===== config.mk =====
export PLATFORM = sky130hd
export DESIGN_NAME = wb_accel_top
export DESIGN_NICKNAME = d
export VERILOG_FILES = /design/src/accel_pkg.sv /design/src/wb_pkg.sv /design/src/stream_gcd.sv /design/src/stream_mul.sv /design/src/wb_accel_top.sv /design/src/wb_stream_bridge.sv
export VERILOG_INCLUDE_DIRS = /design/src /design/src/src
export SDC_FILE = /design/constraint.sdc
export NUM_CORES = 1
export LEC_CHECK = 0
export CAP_MARGIN = 20
export CORE_AREA = 2 2 160 162
export DETAILED_ROUTE_END_ITERATION = 12
export DIE_AREA = 0 0 162 164
export DONT_BUFFER_PORTS = 1
export GPL_TIMING_DRIVEN = 0
export HOLD_SLACK_MARGIN = 0.12
export SYNTH_ARGS = -nofsm -noshare
export SYNTH_HDL_FRONTEND = slang
export SYNTH_HIERARCHICAL = 1
export SYNTH_SLANG_ARGS = --single-unit

===== constraint.sdc =====
create_clock -name clk -period 6.79 [get_ports clk]
set_input_delay 0.679 -clock clk [delete_from_list [all_inputs] [get_ports clk]]
set_output_delay 0.679 -clock clk [all_outputs]
set_load 0.01 [all_outputs]

===== src/wb_accel_defines.svh =====
/*
 * accelerator subsystem parameters
 * address map of the wishbone window, slot count and multiplier length
 */
`ifndef WB_ACCEL_DEFINES_SVH
`define WB_ACCEL_DEFINES_SVH

//--------------------------------------------------------------------------
// address map
//--------------------------------------------------------------------------

// base of the wishbone window
`define WB_BASE_ADDR 32'h3000_0000
// offsets from the base
`define WB_LOOP_OFFSET 32'h0000_0000
`define WB_ERR_OFFSET 32'h0000_0004
// slot n sits at WB_SLOT_OFFSET + 4n
`define WB_SLOT_OFFSET 32'h0000_0008

//--------------------------------------------------------------------------
// accelerators
//--------------------------------------------------------------------------

// slot 0 multiplier, slot 1 gcd
`define ACCEL_COUNT 2
// one iteration per multiplier bit
`define MUL_STEPS 16

`endif


===== src/accel_pkg.sv =====
/*
 * accelerator side types
 * operand word seen raw by the bridge and as a pair by the units
 */
`default_nettype none

package accel_pkg;

  // single operand width
  localparam int OPERAND_W = 16;

  typedef logic [OPERAND_W-1:0] operand_t;

  // pair view of one bus word
  // a in the upper half, b in the lower half
  typedef struct packed {
    operand_t a;
    operand_t b;
  } operand_pair_t;

  // one bus word, decoded two ways
  // raw for the bridge, pair for the accelerators
  typedef union packed {
    logic [2*OPERAND_W-1:0] raw;
    operand_pair_t          pair;
  } operand_pair_u;

  // product or gcd, zero extended where narrower
  typedef logic [31:0] result_t;

endpackage

`default_nettype wire


===== src/wb_pkg.sv =====
/*
 * wishbone side types
 * decoded access kinds and the error register codes
 */
`default_nettype none

package wb_pkg;

  // plain bus word, loopback and data paths
  typedef logic [31:0] wb_word_t;

  // decoded kind of one active access
  // only meaningful while stb and cyc are high
  typedef enum logic [2:0] {
    loop_rd     = 3'd0,
    loop_wr     = 3'd1,
    err_rd      = 3'd2,
    mod_rd      = 3'd3,
    // slot still computing, bus held
    mod_rd_wait = 3'd4,
    mod_wr      = 3'd5,
    bad         = 3'd6
  } wb_access_e;

  // error register contents, full bus width
  typedef enum logic [31:0] {
    ERR_NONE      = 32'd0,
    // write to a slot that is not ready
    ERR_MOD_BUSY  = 32'd1,
    // read from an idle slot with no result
    ERR_MOD_EMPTY = 32'd2,
    // outside the window or misaligned
    ERR_ADDR      = 32'd3
  } wb_err_e;

endpackage

`default_nettype wire


===== src/stream_gcd.sv =====
/*
 * subtractive euclid gcd unit
 * one operand pair in, zero-extended gcd out, latency depends on data
 */
`timescale 1ns/1ps
`default_nettype none

module stream_gcd (
  input  logic                     clk,
  input  logic                     reset,
  input  logic                     in_val_i,
  output logic                     in_rdy_o,
  input  accel_pkg::operand_pair_u in_data_i,
  output logic                     out_val_o,
  input  logic                     out_rdy_i,
  output accel_pkg::result_t       out_data_o
);
  import accel_pkg::*;

  logic     busy_q;
  logic     done_q;
  operand_t a_q;
  operand_t b_q;
  logic     zero_hit;
  logic     a_ge_b;

  assign in_rdy_o = !busy_q && !done_q;
  assign out_val_o = done_q;

  // finished once either side reaches zero
  assign zero_hit = (a_q == '0) || (b_q == '0);
  assign a_ge_b = (a_q >= b_q);

  // the nonzero side is the answer, 0 for gcd(0,0)
  assign out_data_o = {16'h0000, (b_q == '0) ? a_q : b_q};

  //--------------------------------------------------------------------------
  // control
  //--------------------------------------------------------------------------

  always_ff @(posedge clk) begin
    if (reset) begin
      busy_q <= 1'b0;
      done_q <= 1'b0;
    end else begin
      if (in_val_i && in_rdy_o) begin
        busy_q <= 1'b1;
      end else if (busy_q && zero_hit) begin
        busy_q <= 1'b0;
        done_q <= 1'b1;
      end else if (done_q && out_rdy_i) begin
        // result taken, free again
        done_q <= 1'b0;
      end
    end
  end

  //--------------------------------------------------------------------------
  // operands
  //--------------------------------------------------------------------------

  always_ff @(posedge clk) begin
    if (in_val_i && in_rdy_o) begin
      a_q <= in_data_i.pair.a;
      b_q <= in_data_i.pair.b;
    end else if (busy_q && !zero_hit) begin
      // larger minus smaller, equal values go to a
      if (a_ge_b) begin
        a_q <= a_q - b_q;
      end else begin
        b_q <= b_q - a_q;
      end
    end
  end

  // subtraction only ever shrinks the pair
  a_no_rise: assert property (@(posedge clk) disable iff (reset)
    busy_q |=> (!busy_q || ((a_q <= $past(a_q)) && (b_q <= $past(b_q)))));

endmodule

`default_nettype wire


===== src/stream_mul.sv =====
/*
 * iterative 16x16 shift-add multiplier
 * one operand pair in, unsigned 32-bit product out, MUL_STEPS cycles
 */
`timescale 1ns/1ps
`default_nettype none

`include "wb_accel_defines.svh"

module stream_mul (
  input  logic                     clk,
  input  logic                     reset,
  input  logic                     in_val_i,
  output logic                     in_rdy_o,
  input  accel_pkg::operand_pair_u in_data_i,
  output logic                     out_val_o,
  input  logic                     out_rdy_i,
  output accel_pkg::result_t       out_data_o
);
  import accel_pkg::*;

  localparam int STEP_W = $clog2(`MUL_STEPS + 1);

  logic              busy_q;
  logic              done_q;
  logic [STEP_W-1:0] step_q;
  // shifted multiplicand, full product width
  result_t           mcand_q;
  operand_t          mplier_q;
  result_t           acc_q;

  // one word in flight, accept only when empty
  assign in_rdy_o = !busy_q && !done_q;
  assign out_val_o = done_q;
  assign out_data_o = acc_q;

  // control
  always_ff @(posedge clk) begin
    if (reset) begin
      busy_q <= 1'b0;
      done_q <= 1'b0;
      step_q <= '0;
    end else begin
      if (in_val_i && in_rdy_o) begin
        busy_q <= 1'b1;
        step_q <= '0;
      end else if (busy_q) begin
        step_q <= step_q + 1'b1;
        // last bit handled this cycle
        if (step_q == STEP_W'(`MUL_STEPS - 1)) begin
          busy_q <= 1'b0;
          done_q <= 1'b1;
        end
      end else if (done_q && out_rdy_i) begin
        done_q <= 1'b0;
      end
    end
  end

  // datapath, lsb first
  always_ff @(posedge clk) begin
    if (in_val_i && in_rdy_o) begin
      mcand_q <= {16'h0000, in_data_i.pair.a};
      mplier_q <= in_data_i.pair.b;
      acc_q <= '0;
    end else if (busy_q) begin
      if (mplier_q[0]) begin
        acc_q <= acc_q + mcand_q;
      end
      mcand_q <= mcand_q << 1;
      mplier_q <= mplier_q >> 1;
    end
  end

  a_step_bound: assert property (@(posedge clk) disable iff (reset)
    step_q <= STEP_W'(`MUL_STEPS));

endmodule

`default_nettype wire


===== src/wb_accel_top.sv =====
/*
 * accelerator subsystem top
 * wishbone bridge with the multiplier at slot 0 and gcd at slot 1
 */
`timescale 1ns/1ps
`default_nettype none

`include "wb_accel_defines.svh"

module wb_accel_top (
  input  logic        clk,
  input  logic        reset,
  input  logic        wbs_stb_i,
  input  logic        wbs_cyc_i,
  input  logic        wbs_we_i,
  input  logic [3:0]  wbs_sel_i,
  input  logic [31:0] wbs_adr_i,
  input  logic [31:0] wbs_dat_i,
  output logic        wbs_ack_o,
  output logic [31:0] wbs_dat_o
);
  import accel_pkg::*;

  // per slot handshakes
  logic [`ACCEL_COUNT-1:0] in_rdy;
  logic [`ACCEL_COUNT-1:0] in_val;
  logic [`ACCEL_COUNT-1:0] out_val;
  logic [`ACCEL_COUNT-1:0] out_rdy;
  // shared operand word, one result per slot
  operand_pair_u           in_data;
  result_t                 out_data [`ACCEL_COUNT];

  wb_stream_bridge #(
    .N_MODULES(`ACCEL_COUNT)
  ) bridge (
    .clk       (clk),
    .reset     (reset),
    .wbs_stb_i (wbs_stb_i),
    .wbs_cyc_i (wbs_cyc_i),
    .wbs_we_i  (wbs_we_i),
    .wbs_sel_i (wbs_sel_i),
    .wbs_adr_i (wbs_adr_i),
    .wbs_dat_i (wbs_dat_i),
    .wbs_ack_o (wbs_ack_o),
    .wbs_dat_o (wbs_dat_o),
    .in_rdy_i  (in_rdy),
    .in_val_o  (in_val),
    .in_data_o (in_data),
    .out_val_i (out_val),
    .out_rdy_o (out_rdy),
    .out_data_i(out_data)
  );

  // slot 0
  stream_mul u_mul (
    .clk       (clk),
    .reset     (reset),
    .in_val_i  (in_val[0]),
    .in_rdy_o  (in_rdy[0]),
    .in_data_i (in_data),
    .out_val_o (out_val[0]),
    .out_rdy_i (out_rdy[0]),
    .out_data_o(out_data[0])
  );

  // slot 1
  stream_gcd u_gcd (
    .clk       (clk),
    .reset     (reset),
    .in_val_i  (in_val[1]),
    .in_rdy_o  (in_rdy[1]),
    .in_data_i (in_data),
    .out_val_o (out_val[1]),
    .out_rdy_i (out_rdy[1]),
    .out_data_o(out_data[1])
  );

endmodule

`default_nettype wire


===== src/wb_stream_bridge.sv =====
/*
 * wishbone slave to valid/ready bridge
 * decodes the window, keeps loopback/error/index regs, waits on busy reads
 */
`timescale 1ns/1ps
`default_nettype none

`include "wb_accel_defines.svh"

module wb_stream_bridge #(
  parameter int N_MODULES = `ACCEL_COUNT
) (
  input  logic                     clk,
  input  logic                     reset,
  // wishbone slave
  input  logic                     wbs_stb_i,
  input  logic                     wbs_cyc_i,
  input  logic                     wbs_we_i,
  // byte selects not supported, full words only
  input  logic [3:0]               wbs_sel_i,
  input  logic [31:0]              wbs_adr_i,
  input  logic [31:0]              wbs_dat_i,
  output logic                     wbs_ack_o,
  output logic [31:0]              wbs_dat_o,
  // accelerator slots
  input  logic [N_MODULES-1:0]     in_rdy_i,
  output logic [N_MODULES-1:0]     in_val_o,
  output accel_pkg::operand_pair_u in_data_o,
  input  logic [N_MODULES-1:0]     out_val_i,
  output logic [N_MODULES-1:0]     out_rdy_o,
  input  accel_pkg::result_t       out_data_i [N_MODULES]
);
  import wb_pkg::*;
  import accel_pkg::*;

  localparam int IDX_W = (N_MODULES > 1) ? $clog2(N_MODULES) : 1;
  // first offset past the last slot
  localparam logic [31:0] SLOT_END = `WB_SLOT_OFFSET + 32'(4 * N_MODULES);

  typedef enum logic {IDLE, BUSY} state_e;

  state_e               state_q;
  state_e               state_d;
  wb_word_t             loopback_q;
  logic                 loop_en;
  wb_err_e              err_q;
  wb_err_e              err_d;
  logic                 err_en;
  logic [IDX_W-1:0]     index_q;
  logic                 index_en;
  logic                 active;
  logic [31:0]          offset;
  logic [31:0]          slot_off;
  logic [IDX_W-1:0]     idx;
  logic                 slot_hit;
  logic [N_MODULES-1:0] idx_onehot;
  logic [N_MODULES-1:0] index_onehot;
  wb_access_e           access;
  result_t              rd_word;

  //--------------------------------------------------------------------------
  // address decode
  //--------------------------------------------------------------------------

  assign active = wbs_stb_i && wbs_cyc_i;
  // below the base wraps high, misses every range
  assign offset = wbs_adr_i - `WB_BASE_ADDR;
  assign slot_off = (offset - `WB_SLOT_OFFSET) >> 2;
  assign idx = slot_off[IDX_W-1:0];
  assign slot_hit = (offset >= `WB_SLOT_OFFSET) && (offset < SLOT_END) &&
                    (offset[1:0] == 2'b00);

  // strobe masks for the addressed and the waiting slot
  assign idx_onehot = N_MODULES'(1) << idx;
  assign index_onehot = N_MODULES'(1) << index_q;

  // all slots see the bus word, in_val picks the taker
  assign in_data_o.raw = wbs_dat_i;

  always_comb begin
    if (offset == `WB_LOOP_OFFSET) begin
      access = wbs_we_i ? loop_wr : loop_rd;
    end else if (offset == `WB_ERR_OFFSET && !wbs_we_i) begin
      access = err_rd;
    end else if (slot_hit) begin
      if (wbs_we_i) begin
        access = mod_wr;
      end else if (!out_val_i[idx] && !in_rdy_i[idx]) begin
        // accepted a word, result not out yet
        access = mod_rd_wait;
      end else begin
        access = mod_rd;
      end
    end else begin
      // includes writes to the error register
      access = bad;
    end
  end

  //--------------------------------------------------------------------------
  // control FSM, strobes, ack and read mux
  //--------------------------------------------------------------------------

  always_comb begin
    state_d = state_q;
    in_val_o = '0;
    out_rdy_o = '0;
    wbs_ack_o = 1'b0;
    loop_en = 1'b0;
    err_en = 1'b0;
    err_d = ERR_NONE;
    index_en = 1'b0;
    rd_word = '0;
    case (state_q)
      IDLE: begin
        if (active) begin
          case (access)
            loop_rd: begin
              wbs_ack_o = 1'b1;
              err_en = 1'b1;
              rd_word = loopback_q;
            end
            loop_wr: begin
              wbs_ack_o = 1'b1;
              err_en = 1'b1;
              loop_en = 1'b1;
            end
            // error read leaves the register alone
            err_rd: begin
              wbs_ack_o = 1'b1;
              rd_word = err_q;
            end
            mod_rd: begin
              wbs_ack_o = 1'b1;
              err_en = 1'b1;
              if (out_val_i[idx]) begin
                out_rdy_o = idx_onehot;
                rd_word = out_data_i[idx];
              end else begin
                err_d = ERR_MOD_EMPTY;
              end
            end
            mod_rd_wait: begin
              // no ack, remember the slot and hold the bus
              err_en = 1'b1;
              index_en = 1'b1;
              state_d = BUSY;
            end
            mod_wr: begin
              wbs_ack_o = 1'b1;
              err_en = 1'b1;
              if (in_rdy_i[idx]) begin
                in_val_o = idx_onehot;
              end else begin
                err_d = ERR_MOD_BUSY;
              end
            end
            default: begin
              wbs_ack_o = 1'b1;
              err_en = 1'b1;
              err_d = ERR_ADDR;
            end
          endcase
        end
      end
      BUSY: begin
        // take the result the cycle it shows up
        if (active && out_val_i[index_q]) begin
          wbs_ack_o = 1'b1;
          out_rdy_o = index_onehot;
          rd_word = out_data_i[index_q];
          state_d = IDLE;
        end
      end
      default: state_d = IDLE;
    endcase
  end

  assign wbs_dat_o = rd_word;

  // state and registers
  always_ff @(posedge clk) begin
    if (reset) begin
      state_q <= IDLE;
      loopback_q <= '0;
      err_q <= ERR_NONE;
      index_q <= '0;
    end else begin
      state_q <= state_d;
      if (loop_en) begin
        loopback_q <= wbs_dat_i;
      end
      if (err_en) begin
        err_q <= err_d;
      end
      if (index_en) begin
        index_q <= idx;
      end
    end
  end

  //--------------------------------------------------------------------------
  // checks
  //--------------------------------------------------------------------------

  // ack only answers a live request
  a_ack_has_req: assert property (@(posedge clk) disable iff (reset)
    wbs_ack_o |-> (wbs_stb_i && wbs_cyc_i));

  // at most one slot strobed per cycle
  a_strobe_onehot: assert property (@(posedge clk) disable iff (reset)
    $onehot0(in_val_o) && $onehot0(out_rdy_o));

  // never push into a slot that cannot take it
  a_val_needs_rdy: assert property (@(posedge clk) disable iff (reset)
    (in_val_o & ~in_rdy_i) == '0);

endmodule

`default_nettype wire


==> reports/qor.yml, run 1 <==
status: "complete, no violations"
yosysTopAreaCell: "edfxtp_1"
synth_area_leaders: "edfxtp_1 (16%), dfxtp_1 (15%), mux2i_1 (7.2%)"
grt_pass1_vias: 9998
post_cts_buffers: 0
grtUsageMet2_pct: 49.4
cp-end-kind: "register"
ios: 106
cts_hold_buffers: 0
nFillCells: 2345
min_period_ps: 4470
clk_latency_ps: 440
grt_pass1_wl_mm: 59.7
rsz0062_at_grt: "false"
core_area_mm2: 0.0248
worstMarginPinSlew_ps: 908
powerDensity_mw_per_mm2: 148
hpwlAfterDp_mm: 31.0
cp.required_ps: 6850
use_met3_pct: 5.33
ir_drop_mv: 0.139
gp_congestion: 0.982
cts_resized: 0
ys_ff_latch: 157
antenna_cells: 0
syn_inst: 1395
reg2reg_setup_slack_ps: 2720
postPlaceCellArea_mm2: 0.0128
syn_to_final_growth_pct: 8.51
htree_levels: 4
grt-ovfl-total: 0
post-place-cells: 1742
vias: 10600
grt_max_degree: 33
avgSynthCellArea_um2: 8.79
dp_slack_ps: 1890
slew_viol_final: 0
path_class: "in2reg"
dieArea_mm2: 0.0266
async_flop_share_pct: 0
layout_commonest_cell: "nand2_1"
grt_use_met1_pct: 39.1
synth-edff-count: 64
finalSetupViolations: 0
crit_arrival_ps: 4530
die_width_um: 162
vias_per_cell: 5.96
start_util_pct: 49.4
cts.sinks: 157
drtIter0Drc: 864
port_buffers: 0
drtPass1Iterations: 5
fin_tns_setup_ps: 0
fp.dieH_um: 164
syn-cell-area_mm2: 0.0123
wire_per_inst_um: 22.2
power_leakage_nw: 5.09
cap_violations: 0
finClkSkew_ps: 14.4
mostFrequentLayoutCells: "nand2_1 (130), nor2_1 (124), a21oi_1 (118)"
critPathMaxFanout: 32
maxSlewHeadroom_pct: 39.4
setup_slack_ps: 2320
root_buffer: "clkbuf_16"
finalWirelength_mm: 39.5
nets: 1573
synth.top_cell.area_share_pct: 15.7
stdcell_count: 1774
cts_tree: "done"
drcViolationCount: 0
gr-usage-all-layers_pct: 29.7
numCtsBuffers: 17
fmax_mhz: 224
yosysUniqueCellTypes: 85
min_path_type: "in2reg"
final_area_mm2: 0.0133
layout-drive-gt1-share_pct: 16.3
ys.flop_type: "dfxtp_1"
ant_nets: 0
start_kind: "primary input"
yosysWarnings: 6
seq_area_frac_synth_pct: 30.8
path_clk_slew_ps: 70
antenna_found_initial: 0
hold_viol_final: 0
grt_busiest_layer: "met2"
cts_max_path_buffers: 2
fin_crit_sh_pct: 65.8
rows: 58
-- layout make-up --
type	count	area (um^2)	area share [%]
repair buffers	2	15.0	0.113
inverters	46	173	1.30
multi-input cells	1070	7600	57.1
plain buffers	137	776	5.83
flip-flops and latches	157	3780	28.4
clock inverters	15	126	0.950
clock buffers	17	425	3.20
well taps	330	413	3.10
-- cell usage after synthesis, types with 4 or more instances --
library cell  count
inv_1            45
edfxtp_1         64
mux2_2           30
o211ai_1          8
dfxtp_1          93
nand3_1          52
clkbuf_1         50
nand4_1          14
a22oi_2          29
buf_1            11
a21oi_1         118
o22ai_2          32
buf_6             7
mux2i_1          88
a31oi_1           8
nor3_1           17
and3_1            5
a21o_1           25
nand2b_1          9
o21ai_0          39
and2_1            8
xor2_1           21
buf_4            49
nor4_1           10
xnor2_1          31
nor2b_1          10
or3_1             6
o21a_1           10
nor2_1          124
o31ai_1           8
and3b_1           4
ha_1             66
nand2_1         130
o21bai_1          7
buf_2            20
o21ai_1          42
o22ai_1          14
a211oi_1         11
-- metrics by stage --
step	power (mW)	hold slack (ps)	util, %
3_5_place_dp	1.06	470	51.4
5_1_grt	2.03	299	53.6
3_3_place_gp	1.06	469	51.3
6_report	1.98	306	53.6
2_1_floorplan	1.05	454	-
4_1_cts	1.99	291	53.6
-- power breakdown --
part           leakage, nW  switching, mW  total, mW  internal, mW
clock network        0.272          0.455      0.936         0.481
registers             1.36       0.000563      0.974         0.973
logic                 3.46         0.0344     0.0670        0.0325
total                 5.09          0.490       1.98          1.49
-- layer usage --
metal | part of all wire [%] | wire length, um | vias to the layer above
met2 | 47 | 18700 | 323
met4 | 2.5 | 1000 | 0
met3 | 6.5 | 2550 | 51
li1 | - | - | 5082
met5 | 0 | 0 | -
met1 | 44 | 17200 | 5123
-- sequential cells by signal (all words and copies together) (netlist names) --
| register | cells |
|---|---|
| u_gcd/b_q | 16 |
| u_gcd/a_q | 16 |
| bridge/err_q | 2 |
| u_mul/step_q | 5 |
| bridge/index_q | 1 |
| bridge/state_q | 1 |
| bridge/loopback_q | 32 |
| u_gcd/busy_q | 1 |
| u_gcd/out_val_o | 1 |
| u_mul/busy_q | 1 |
| u_mul/out_val_o | 1 |
| u_mul/mcand_q | 32 |
| u_mul/mplier_q | 16 |
| u_mul/out_data_o | 32 |
-- kinds of logic (layout without fill, tap and decap cells) --
logic type	after synthesis	in the layout	share of synthesized area [%]
compound gates	398	398	24.0
xor+xnor	52	52	3.71
fa+ha+maj	69	69	7.22
buf+inv	183	217	7.73
flops	157	157	30.8
mux	118	118	9.94
other cells	1	16	0.0306
simple gates	417	417	16.5
-- worst max-delay path, cell delays in order --
cell and delay [ps]:
ha_1 240, or3b_1 370, buf_2 210, a2111o_1 530
buf_2 250, nor4_2 490, and2_1 200, clkbuf_1 310
clkbuf_1 410, or2_2 790
-- path summary, 6_finish.rpt --
path | start | endpoint | cells past startpoint
worst max-delay path | wbs_adr_i[28] | u_mul/mplier_q[2]$_DFFE_PP_ | 10
worst min-delay path | reset | u_mul/out_val_o$_SDFFE_PP0P_ | 1
worst max register to register | bridge/state_q$_SDFF_PP0_ | u_mul/mplier_q[2]$_DFFE_PP_ | 8
worst min register to register | bridge/loopback_q[30]$_SDFFE_PP0P_ | bridge/loopback_q[30]$_SDFFE_PP0P_ | 2
Power figures use the tool's default switching activity.
==> run 2: changes to the inputs <==
- ABC_AREA: unset -> 1
- CORE_AREA: 2 2 160 162 -> 2 2 167 169
- DIE_AREA: 0 0 162 164 -> 0 0 169 171
- PLACE_DENSITY: unset -> 0.67
- clock period: 6.79 -> 4.08 ns (I/O delays scaled with it)
==> run 2 against run 1 <==
Effect of this change:
- utilization down 0.85 points
- setup slack worse by 1600 ps
- final cell count grew 39%
- synthesized area grew 8.9%
- sequential share of layout area decreased by 2.2 points
- die area rose by 8.8%
- clock skew down 0.61 ps
- worst hold slack worse by 170 ps
- combinational power rose to 5.8 times the previous value
- largest cell class unchanged
==> reports/qor.yml, run 2 <==
status: "complete, no violations"
powerDensity_mw_per_mm2: 250
crit_arrival_ps: 2960
nets: 2247
cp.required_ps: 3670
finalPower_mw: 3.61
synth_area_leaders: "nand2_1 (21%), edfxtp_1 (14%), dfxtp_1 (14%)"
syn_to_final_growth_pct: 7.92
layout_commonest_cell: "nand2_1"
finalSetupViolations: 0
yosysUniqueCellTypes: 46
drtPass1Iterations: 5
numCtsBuffers: 17
seqPwrFrac_pct: 47.3
min_period_ps: 3370
port_buffers: 0
vias: 13000
hold_ws_ps: 140
antenna_found_initial: 0
synthMostInstantiatedCell: "nand2_1"
worstMarginPinSlew_ps: 981
hold_viol_final: 0
syn-cell-area_mm2: 0.0134
fp.dieH_um: 171
ys.flop_type: "dfxtp_1"
grt-ovfl-total: 0
async_flop_share_pct: 0
gr-usage-all-layers_pct: 30.0
avgSynthCellArea_um2: 6.46
yosysWarnings: 6
fmax_mhz: 297
synth-edff-count: 64
cts_tree: "done"
vias_per_cell: 5.29
core_area_mm2: 0.0273
ys_top_cells_by_count: "nand2_1 (743), inv_1 (352), nor2_1 (124), nand3_1 (97), dfxtp_1 (93)"
path_class: "reg2out"
min_path_type: "in2reg"
drcViolationCount: 0
wire_per_inst_um: 17.4
slew_viol_final: 0
cts.sinks: 157
p_sw_share_pct: 28.4
grt_max_degree: 33
yosysTopAreaCell: "nand2_1"
critPathMaxFanout: 10
grt_pass1_vias: 12200
drtIter0Drc: 1034
dieArea_mm2: 0.0289
start_util_pct: 48.9
start_kind: "register"
switchingPower_mw: 1.03
cp-end-kind: "output port"
comb_power_share_pct: 10.8
finalWirelength_mm: 42.8
fin_crit_sh_pct: 82.6
mostFrequentLayoutCells: "nand2_1 (742), inv_1 (352), nor2_1 (124)"
syn_inst: 2069
utilization_pct: 52.8
htree_levels: 4
grt_pass1_wl_mm: 66.5
finClkSkew_ps: 13.8
antenna_cells: 0
power_leakage_nw: 7.61
rsz0062_at_grt: "false"
maxSlewHeadroom_pct: 34.5
cts_max_path_buffers: 2
cap_violations: 0
p_int_mw: 2.58
hpwlAfterDp_mm: 34.6
p_clk_share_pct: 41.9
synth.top_cell.area_share_pct: 20.9
ant_nets: 0
die_width_um: 169
gp_congestion: 0.952
layout-drive-gt1-share_pct: 10.2
clk_latency_ps: 440
seq_area_frac_synth_pct: 28.3
root_buffer: "clkbuf_16"
ys_ff_latch: 157
ios: 106
rows: 61
ir_drop_mv: 0.193
path_clk_slew_ps: 70
## run 2: cell types whose count changed in the layout (fill, tap and decap cells not counted), moves of 29 or more
cell,previous run,this run
o21ai_0,39,74
mux2i_1,88,0
nand3_1,52,97
inv_1,45,352
o22ai_2,32,0
o21ai_1,42,4
nand4_1,14,50
a22oi_2,29,0
nand2_1,130,742
a21oi_1,118,46
a22oi_1,1,32
## run 2: worst paths after layout
check | cells past startpoint | from | slack [ps] | end
min | 2 | wbs_dat_i[24] | 140 | bridge/loopback_q[24]$_SDFFE_PP0P_
min reg2reg | 2 | bridge/loopback_q[24]$_SDFFE_PP0P_ | 460 | bridge/loopback_q[24]$_SDFFE_PP0P_
max reg2reg | 12 | u_gcd/a_q[0]$_DFFE_PP_ | 1040 | u_gcd/a_q[1]$_DFFE_PP_
max | 12 | u_gcd/b_q[1]$_DFFE_PP_ | 710 | wbs_dat_o[7]
## run 2: power groups by stage
stage / clock (mW) / combinational (mW) / sequential (mW)
detailed placement: 0 / 0.380 / 1.74
floorplan: 0 / 0.303 / 1.71
global route: 1.58 / 0.438 / 1.71
global placement: 0 / 0.374 / 1.74
CTS: 1.53 / 0.384 / 1.71
finish: 1.51 / 0.390 / 1.71
## run 2: area by class of cell
cell class                 count  area [um^2]
buffer                       118          744
clock buffer                  17          425
clock inverter                15          113
fill                        2746        12900
inverter                     361         1360
multi-input combinational   1448         7540
sequential                   157         3780
tap                          346          433
timing repair buffer           2         25.0
## run 2: layer usage
layer | global-route usage (%) | vias up | share of wire, %
met5 | 0 | - | 0
met4 | 10.6 | 0 | 3.4
met3 | 5.88 | 73 | 8.0
met2 | 49.1 | 491 | 44
met1 | 39.7 | 5972 | 45
li1 | - | 6505 | -
## run 2: kinds of logic (layout without fill, tap and decap cells)
family / after synthesis / after routing / synth area share [%]
AOI/OAI and AO/OA: 218 / 218 / 9.89
xor gates and xnor gates: 27 / 27 / 1.77
adders and majority gates: 69 / 69 / 6.63
buffers and inverters: 479 / 513 / 15.7
DFF: 157 / 157 / 28.3
muxes: 30 / 30 / 3.09
other: 1 / 16 / 0.0281
and+or+nand+nor: 1088 / 1088 / 34.6
## run 2: worst max-delay path, stage by stage, from the launching register on
cell and delay, ps:
edfxtp_1 440, inv_1 170, nand4_1 100, nor2_1 240, nand2_1 260, clkbuf_1 270, o21ai_0 380, nand2_1 100
nand2_1 100, nand4_1 100, nand2_1 80, nand2_1 60, nand2_1 210
## run 2: stage by stage
stage               cell area, um^2  instances  worst slack, ps  TNS, ps
global placement              13900       2430            -45.9    -1440
detailed placement            13900       2431              412        0
CTS                           14400       2464              804        0
floorplan                     13400       2084              811        0
finish                        14400       2464              709        0
global route                  14400       2464              510        0
## run 2: what timing repair did
action                                 4_1_cts  5_1_grt
resized for setup                            0        0
hold buffers                                 1        0
buffers inserted                             0        0
endpoints found under the hold margin        3        0
